$ cat src/source/regbank_pkg.sv
// Banked register file shared definitions
`default_nettype none

package regbank_pkg;

    // Data path and bank geometry
    localparam int DATA_WIDTH     = 16;
    localparam int NUM_BANKS      = 4;
    localparam int BANK_SEL_WIDTH = 2;
    localparam int REG_ADDR_WIDTH = 4;
    localparam int REGS_PER_BANK  = 16;

    // Host address is bank index over register index
    localparam int ADDR_WIDTH     = BANK_SEL_WIDTH + REG_ADDR_WIDTH;

    // Host command opcodes
    typedef enum logic [1:0] {
        OP_NOP   = 2'b00,
        OP_WRITE = 2'b01,
        OP_READ  = 2'b10,
        OP_CLEAR = 2'b11
    } cmd_op_e;

    // Dispatcher FSM states
    typedef enum logic [1:0] {
        ST_IDLE   = 2'b00,
        ST_ISSUE  = 2'b01,
        ST_SETTLE = 2'b10,
        ST_ACK    = 2'b11
    } dispatch_state_e;

endpackage

`default_nettype wire

$ cat src/source/banked_regfile_top.sv
// Banked register file top level
`timescale 1ns/1ps
`default_nettype none

module banked_regfile_top (
    input  logic                               clk,
    input  logic                               async_rst_n,
    input  logic                               req,
    input  regbank_pkg::cmd_op_e               op,
    input  logic [regbank_pkg::ADDR_WIDTH-1:0] addr,
    input  logic [regbank_pkg::DATA_WIDTH-1:0] wdata,
    output logic                               ack,
    output logic [regbank_pkg::DATA_WIDTH-1:0] rdata
);
    import regbank_pkg::*;

    logic [NUM_BANKS-1:0]      bank_wr_en;
    logic [NUM_BANKS-1:0]      bank_clr;
    logic [REG_ADDR_WIDTH-1:0] reg_addr;
    logic [DATA_WIDTH-1:0]     wr_data;
    logic                      capture;
    logic [BANK_SEL_WIDTH-1:0] bank_sel;
    logic [DATA_WIDTH-1:0]     bank_rdata [NUM_BANKS];

    command_dispatch u_dispatch (
        .clk         (clk),
        .async_rst_n (async_rst_n),
        .req         (req),
        .op          (op),
        .addr        (addr),
        .wdata       (wdata),
        .ack         (ack),
        .bank_wr_en  (bank_wr_en),
        .bank_clr    (bank_clr),
        .reg_addr    (reg_addr),
        .wr_data     (wr_data),
        .capture     (capture),
        .bank_sel    (bank_sel)
    );

    // One bank per strobe bit, address and data shared
    for (genvar b = 0; b < NUM_BANKS; b++) begin : g_bank
        dual_reset_regfile u_regfile (
            .clk         (clk),
            .async_rst_n (async_rst_n),
            .sync_rst    (bank_clr[b]),
            .write_en    (bank_wr_en[b]),
            .write_addr  (reg_addr),
            .write_data  (wr_data),
            .read_addr   (reg_addr),
            .read_data   (bank_rdata[b])
        );
    end

    read_collect u_collect (
        .clk         (clk),
        .async_rst_n (async_rst_n),
        .bank_rdata  (bank_rdata),
        .capture     (capture),
        .bank_sel    (bank_sel),
        .rdata       (rdata)
    );

endmodule

`default_nettype wire

$ cat src/source/command_dispatch.sv
// Host command dispatcher
`timescale 1ns/1ps
`default_nettype none

module command_dispatch (
    input  logic                                   clk,
    input  logic                                   async_rst_n,
    input  logic                                   req,
    input  regbank_pkg::cmd_op_e                   op,
    input  logic [regbank_pkg::ADDR_WIDTH-1:0]     addr,
    input  logic [regbank_pkg::DATA_WIDTH-1:0]     wdata,
    output logic                                   ack,
    output logic [regbank_pkg::NUM_BANKS-1:0]      bank_wr_en,
    output logic [regbank_pkg::NUM_BANKS-1:0]      bank_clr,
    output logic [regbank_pkg::REG_ADDR_WIDTH-1:0] reg_addr,
    output logic [regbank_pkg::DATA_WIDTH-1:0]     wr_data,
    output logic                                   capture,
    output logic [regbank_pkg::BANK_SEL_WIDTH-1:0] bank_sel
);
    import regbank_pkg::*;

    dispatch_state_e             state_q;
    dispatch_state_e             state_d;
    cmd_op_e                     op_q;
    logic [BANK_SEL_WIDTH-1:0]   bank_q;
    logic [REG_ADDR_WIDTH-1:0]   reg_addr_q;
    logic [DATA_WIDTH-1:0]       wr_data_q;
    logic [NUM_BANKS-1:0]        bank_onehot;

    logic accept;

    // Command is taken when req is seen in idle
    assign accept = (state_q == ST_IDLE) && req;

    // Fixed sequence, only ST_ACK waits on the host
    always_comb begin
        state_d = state_q;
        case (state_q)
            ST_IDLE:   if (req) state_d = ST_ISSUE;
            ST_ISSUE:  state_d = ST_SETTLE;
            ST_SETTLE: state_d = ST_ACK;
            ST_ACK:    if (!req) state_d = ST_IDLE;
            default:   state_d = ST_IDLE;
        endcase
    end

    always_ff @(posedge clk or negedge async_rst_n) begin
        if (!async_rst_n) begin
            state_q    <= ST_IDLE;
            op_q       <= OP_NOP;
            bank_q     <= '0;
            reg_addr_q <= '0;
        end else begin
            state_q <= state_d;
            if (accept) begin
                op_q       <= op;
                bank_q     <= addr[ADDR_WIDTH-1 -: BANK_SEL_WIDTH];
                reg_addr_q <= addr[REG_ADDR_WIDTH-1:0];
            end
        end
    end

    // Write data held until the next command
    always_ff @(posedge clk) begin
        if (accept) begin
            wr_data_q <= wdata;
        end
    end

    assign bank_onehot = {{(NUM_BANKS-1){1'b0}}, 1'b1} << bank_q;

    // Single-cycle strobes, nops and reads drive nothing here
    always_comb begin
        bank_wr_en = '0;
        bank_clr   = '0;
        if (state_q == ST_ISSUE) begin
            case (op_q)
                OP_WRITE: bank_wr_en = bank_onehot;
                OP_CLEAR: bank_clr   = bank_onehot;
                default:  bank_wr_en = '0;
            endcase
        end
    end

    // Bank read register is valid during settle
    assign capture  = (state_q == ST_SETTLE) && (op_q == OP_READ);
    assign ack      = (state_q == ST_ACK);
    assign reg_addr = reg_addr_q;
    assign wr_data  = wr_data_q;
    assign bank_sel = bank_q;

endmodule

`default_nettype wire

$ cat src/source/dual_reset_regfile.sv
// Register bank with dual reset
`timescale 1ns/1ps
`default_nettype none

module dual_reset_regfile (
    input  logic                                  clk,
    input  logic                                  async_rst_n,
    input  logic                                  sync_rst,
    input  logic                                  write_en,
    input  logic [regbank_pkg::REG_ADDR_WIDTH-1:0] write_addr,
    input  logic [regbank_pkg::DATA_WIDTH-1:0]     write_data,
    input  logic [regbank_pkg::REG_ADDR_WIDTH-1:0] read_addr,
    output logic [regbank_pkg::DATA_WIDTH-1:0]     read_data
);
    import regbank_pkg::*;

    logic [DATA_WIDTH-1:0] regs [REGS_PER_BANK];

    // Array storage, clear wins over a write in the same cycle
    always_ff @(posedge clk or negedge async_rst_n) begin
        if (!async_rst_n) begin
            for (int i = 0; i < REGS_PER_BANK; i++) begin
                regs[i] <= '0;
            end
        end else if (sync_rst) begin
            for (int i = 0; i < REGS_PER_BANK; i++) begin
                regs[i] <= '0;
            end
        end else if (write_en) begin
            regs[write_addr] <= write_data;
        end
    end

    // Registered read port
    // Follows the addressed word one cycle behind the array
    always_ff @(posedge clk or negedge async_rst_n) begin
        if (!async_rst_n) begin
            read_data <= '0;
        end else if (sync_rst) begin
            read_data <= '0;
        end else begin
            read_data <= regs[read_addr];
        end
    end

endmodule

`default_nettype wire

$ cat src/source/read_collect.sv
// Read response collector
`timescale 1ns/1ps
`default_nettype none

module read_collect (
    input  logic                                   clk,
    input  logic                                   async_rst_n,
    input  logic [regbank_pkg::DATA_WIDTH-1:0]     bank_rdata [regbank_pkg::NUM_BANKS],
    input  logic                                   capture,
    input  logic [regbank_pkg::BANK_SEL_WIDTH-1:0] bank_sel,
    output logic [regbank_pkg::DATA_WIDTH-1:0]     rdata
);
    import regbank_pkg::*;

    logic [DATA_WIDTH-1:0] sel_word;
    logic [DATA_WIDTH-1:0] rdata_q;

    // Bank mux
    assign sel_word = bank_rdata[bank_sel];

    // Response holds across writes, clears and nops
    always_ff @(posedge clk or negedge async_rst_n) begin
        if (!async_rst_n) begin
            rdata_q <= '0;
        end else if (capture) begin
            rdata_q <= sel_word;
        end
    end

    assign rdata = rdata_q;

endmodule

`default_nettype wire

$ cat config.mk
export PLATFORM = sky130hd
export DESIGN_NAME = banked_regfile_top
export DESIGN_NICKNAME = d
export VERILOG_FILES = /design/src/source/regbank_pkg.sv /design/src/source/banked_regfile_top.sv /design/src/source/command_dispatch.sv /design/src/source/dual_reset_regfile.sv /design/src/source/read_collect.sv
export SDC_FILE = /design/constraint.sdc
export NUM_CORES = 2
export LEC_CHECK = 0
export BUFFER_PORTS_ARGS = -buffer_cell sky130_fd_sc_hd__buf_2
export CAP_MARGIN = 20
export CELL_PAD_IN_SITES_DETAIL_PLACEMENT = 1
export CELL_PAD_IN_SITES_GLOBAL_PLACEMENT = 1
export CORE_MARGIN = 8
export CORE_UTILIZATION = 45
export DETAILED_ROUTE_END_ITERATION = 12
export PLACE_DENSITY = 0.81
export REMOVE_ABC_BUFFERS = 1
export SLEW_MARGIN = 20
export SYNTH_ARGS = -nofsm -noshare
export SYNTH_HDL_FRONTEND = slang
export SYNTH_SLANG_ARGS = --single-unit
$ cat constraint.sdc
create_clock -name clk -period 3.5 [get_ports clk]
set_input_delay 0.7 -clock clk [delete_from_list [all_inputs] [get_ports clk]]
set_output_delay 0.7 -clock clk [all_outputs]
set_load 0.1 [all_outputs]
==> results_dict.tcl <==
set metrics [dict create \
    fp.dieW_um 373.2 \
    drt-total-wl_um 205100 \
    fin_crit_ns 3.032 \
    synth_area_leader_cell "dfrtp_1" \
    globalplace.congestion 0.8823 \
    regArea_mm2 0.02837 \
    hold_buffers 1 \
    synth_compound_area_share_pct 23.36 \
    drive_gt1_share_pct 16.00 \
    synth_mux_area_share_pct 12.42 \
    ys_warn_count 0 \
    die_y_um 373.2 \
    synth_top_family_by_area "compound AO/OA/AOI/OAI gates" \
    clock_path_buffers 3 \
    rsz0062_at_grt "false" \
    ys_types 37 \
    die_area_mm2 0.1392 \
    crit_path_start "u_dispatch.state_q[1]$_DFFE_PN0P_" \
    crit_required_ns 4.11 \
    grt_max_degree 213 \
    multi_input_area_mm2 0.02563 \
    core_area_mm2 0.1270 \
    hold_path.startpoint "wdata[3]" \
    dp_cells 6858 \
    synthCells 5555 \
    drc 0 \
    drtAntennaViolNets 0 \
    post_cts_resized 0 \
    path_class "reg -> reg" \
    synth_area_mm2 0.05740 \
    yosys.area_share.simple_pct 8.682 \
    max_slew_margin_pct 17.79 \
    grt_pass1_wl_um 317000 \
    h-tree-depth 3 \
    cp.arrival_ns 3.64 \
    synth_top_area_share_pct 48.56 \
    rows 131 \
    ys.flop_type "dfrtp_1" \
    worst_pin_slew_ns 1.233 \
    cp_max_fo 36 \
    grt_usage_pct 28.75 \
    p_int_w 0.03299 \
    syn2layout_area_growth_pct 9.388 \
    final_cells 7080 \
    fillerInstances 13570 \
    critPathLaunchType "flop" \
    clkPwrFrac_pct 23.3 \
    synth_commonest_cells "dfrtp_1, nand2_1, a22oi_1" \
    avgSynthCellArea_um2 10.33 \
    timing.final.ws_setup_ns 0.4681 \
    r2r_start "u_dispatch.state_q[1]$_DFFE_PN0P_" \
    dp_hpwl_um 120100 \
    synth_edf_count 16 \
    grt_pass1_vias 51310 \
    clk_latency_ns 0.75 \
    vias_per_cell 6.812 \
    setup_violations 0 \
    power.net_switching_w 0.02305 \
    fin_setup_tns_ns 0 \
    r2r_slack_ns 0.47 \
    drv_slew 0 \
    synth.most_common_cell "dfrtp_1" \
    ys_seq_elements 1130 \
    seqPwrFrac_pct 36.0 \
    period_share_pct 86.63 \
    firstDrtPassIters 6 \
    peakVddDrop_mv 0.9282 \
    pre_cts_slack_ns 0.6698 \
    via_count 48230 \
    critPathCapture "g_bank[0].u_regfile.regs[151]$_DFFE_PN0P_" \
    synth_xor_area_share_pct 0 \
    r2r_end "g_bank[0].u_regfile.regs[151]$_DFFE_PN0P_" \
    finalPower_w 0.05604 \
    worstHoldPathType "in -> reg" \
    async_flop_share_pct 98.58 \
    worst_setup_path_end_kind "flop" \
    clock_skew_ns 0.03716 \
    status "complete, no violations" \
    root_buffer "clkbuf_16" \
    start_util_pct 45.19 \
    grt_antenna_before_repair 11 \
    synthTopCellsByArea "dfrtp_1, a22oi_1, mux4_2" \
    cts_buffers 119 \
    drtIter0Drc 5785 \
    cts_tree "done" \
    fmax_mhz 329.8 \
    port_buffers 43 \
    clk_pin_slew_ns 0.07 \
    r2r_cells 8 \
    final_hold_viol_count 0 \
    ys_seq_area_share_pct 49.40 \
    finalCoreUtilization_pct 49.43 \
    cts_setup_buffers 0 \
    wl_per_cell_um 28.97 \
    powerDensity_mw_per_mm2 892.5 \
    p_comb_share_pct 40.6 \
    pin_count 44 \
    p_leak_nw 29.25 \
    nNetsFinal 5350 \
    switching_share_pct 41.14 \
    overflow 0 \
    clock_sinks 1130 \
    cap_violations 0 \
    synth_adder_area_share_pct 0.1090 \
]
[per-stage QoR]
step	hold slack (ns)	area [µm²]
floorplan	0.4044	54430
global placement	0.4798	58830
detailed placement	0.4923	58840
CTS	0.08772	62780
global route	0.1066	62780
finish	0.1303	62790
[worst min path at each step]
stage,endpoint,slack [ns],cells after the start
after floorplan,g_bank[0].u_regfile.read_data[0]$_DFF_PN0_,0.40,0
after global placement,g_bank[1].u_regfile.regs[79]$_DFFE_PN0P_,0.48,2
after detailed placement,g_bank[0].u_regfile.regs[22]$_DFFE_PN0P_,0.49,2
after CTS,u_dispatch.wr_data[3]$_DFFE_PP_,0.09,1
after global routing,u_dispatch.wr_data[14]$_DFFE_PP_,0.11,1
final,u_dispatch.wr_data[3]$_DFFE_PP_,0.13,1
[sequential cells by signal, indices dropped and copies added (netlist names)]
register / count
g_bank.u_regfile.read_data: 64
g_bank.u_regfile.regs: 1024
u_collect.rdata: 16
u_dispatch.bank_sel: 2
u_dispatch.op_q: 2
u_dispatch.reg_addr: 4
u_dispatch.state_q: 2
u_dispatch.wr_data: 16
[critical path, cell delays in order (launching register included)]
cell and delay, ns:
dfrtp_1 0.40, inv_1 0.14, ha_1 0.43, nand4bb_4 0.50
buf_12 0.37, nor2_2 0.33, buf_4 0.28, a22oi_1 0.09
o21ai_0 0.31
[layer usage]
metal	track usage, %	part of all wire (%)
met5	0	0.025
met2	45.02	47
met1	37.51	38
met4	15.09	5.8
met3	6.395	9.1
[layout by cell type, fill, tap and decap left out, types with 25 or more instances in the layout]
cell       instances
buf_4            180
o21ai_1          316
a22oi_1         1024
dfrtp_1         1110
clkinv_2          28
mux4_2           272
mux2_2            88
buf_12            34
nand2_1         1098
o221ai_1          64
inv_1            131
clkbuf_16        121
nor2_1            26
o21ai_0          711
buf_2             42
clkbuf_1          25
[power by group through the flow]
stage                     Combinational (W)  Sequential [W]  Clock (W)
final                                0.0228          0.0202     0.0131
after global routing                 0.0244          0.0206     0.0136
after CTS                            0.0226          0.0200     0.0132
after detailed placement             0.0223          0.0202          0
after global placement               0.0213          0.0198          0
after floorplan                      0.0119          0.0198          0
[cell type report]
type                            count  area share [%]
Antenna cell                        4         0.01594
Sequential cell                  1130           45.19
Timing Repair Buffer              259           3.635
Clock buffer                      166           5.410
Inverter                          131          0.7831
Multi-Input combinational cell   3677           40.82
Tap cell                         1662           3.312
Clock inverter                     51          0.8369
[cell families (layout without fill, tap and decap cells)]
logic type,Yosys count,in the layout
mux,361,361
simple gates,1192,1192
compound gates,2119,2119
buf+inv,748,607
fa+ha+maj,5,5
flops,1130,1130
other cells,0,4
No activity file was read; power rests on OpenSTA's default activity.
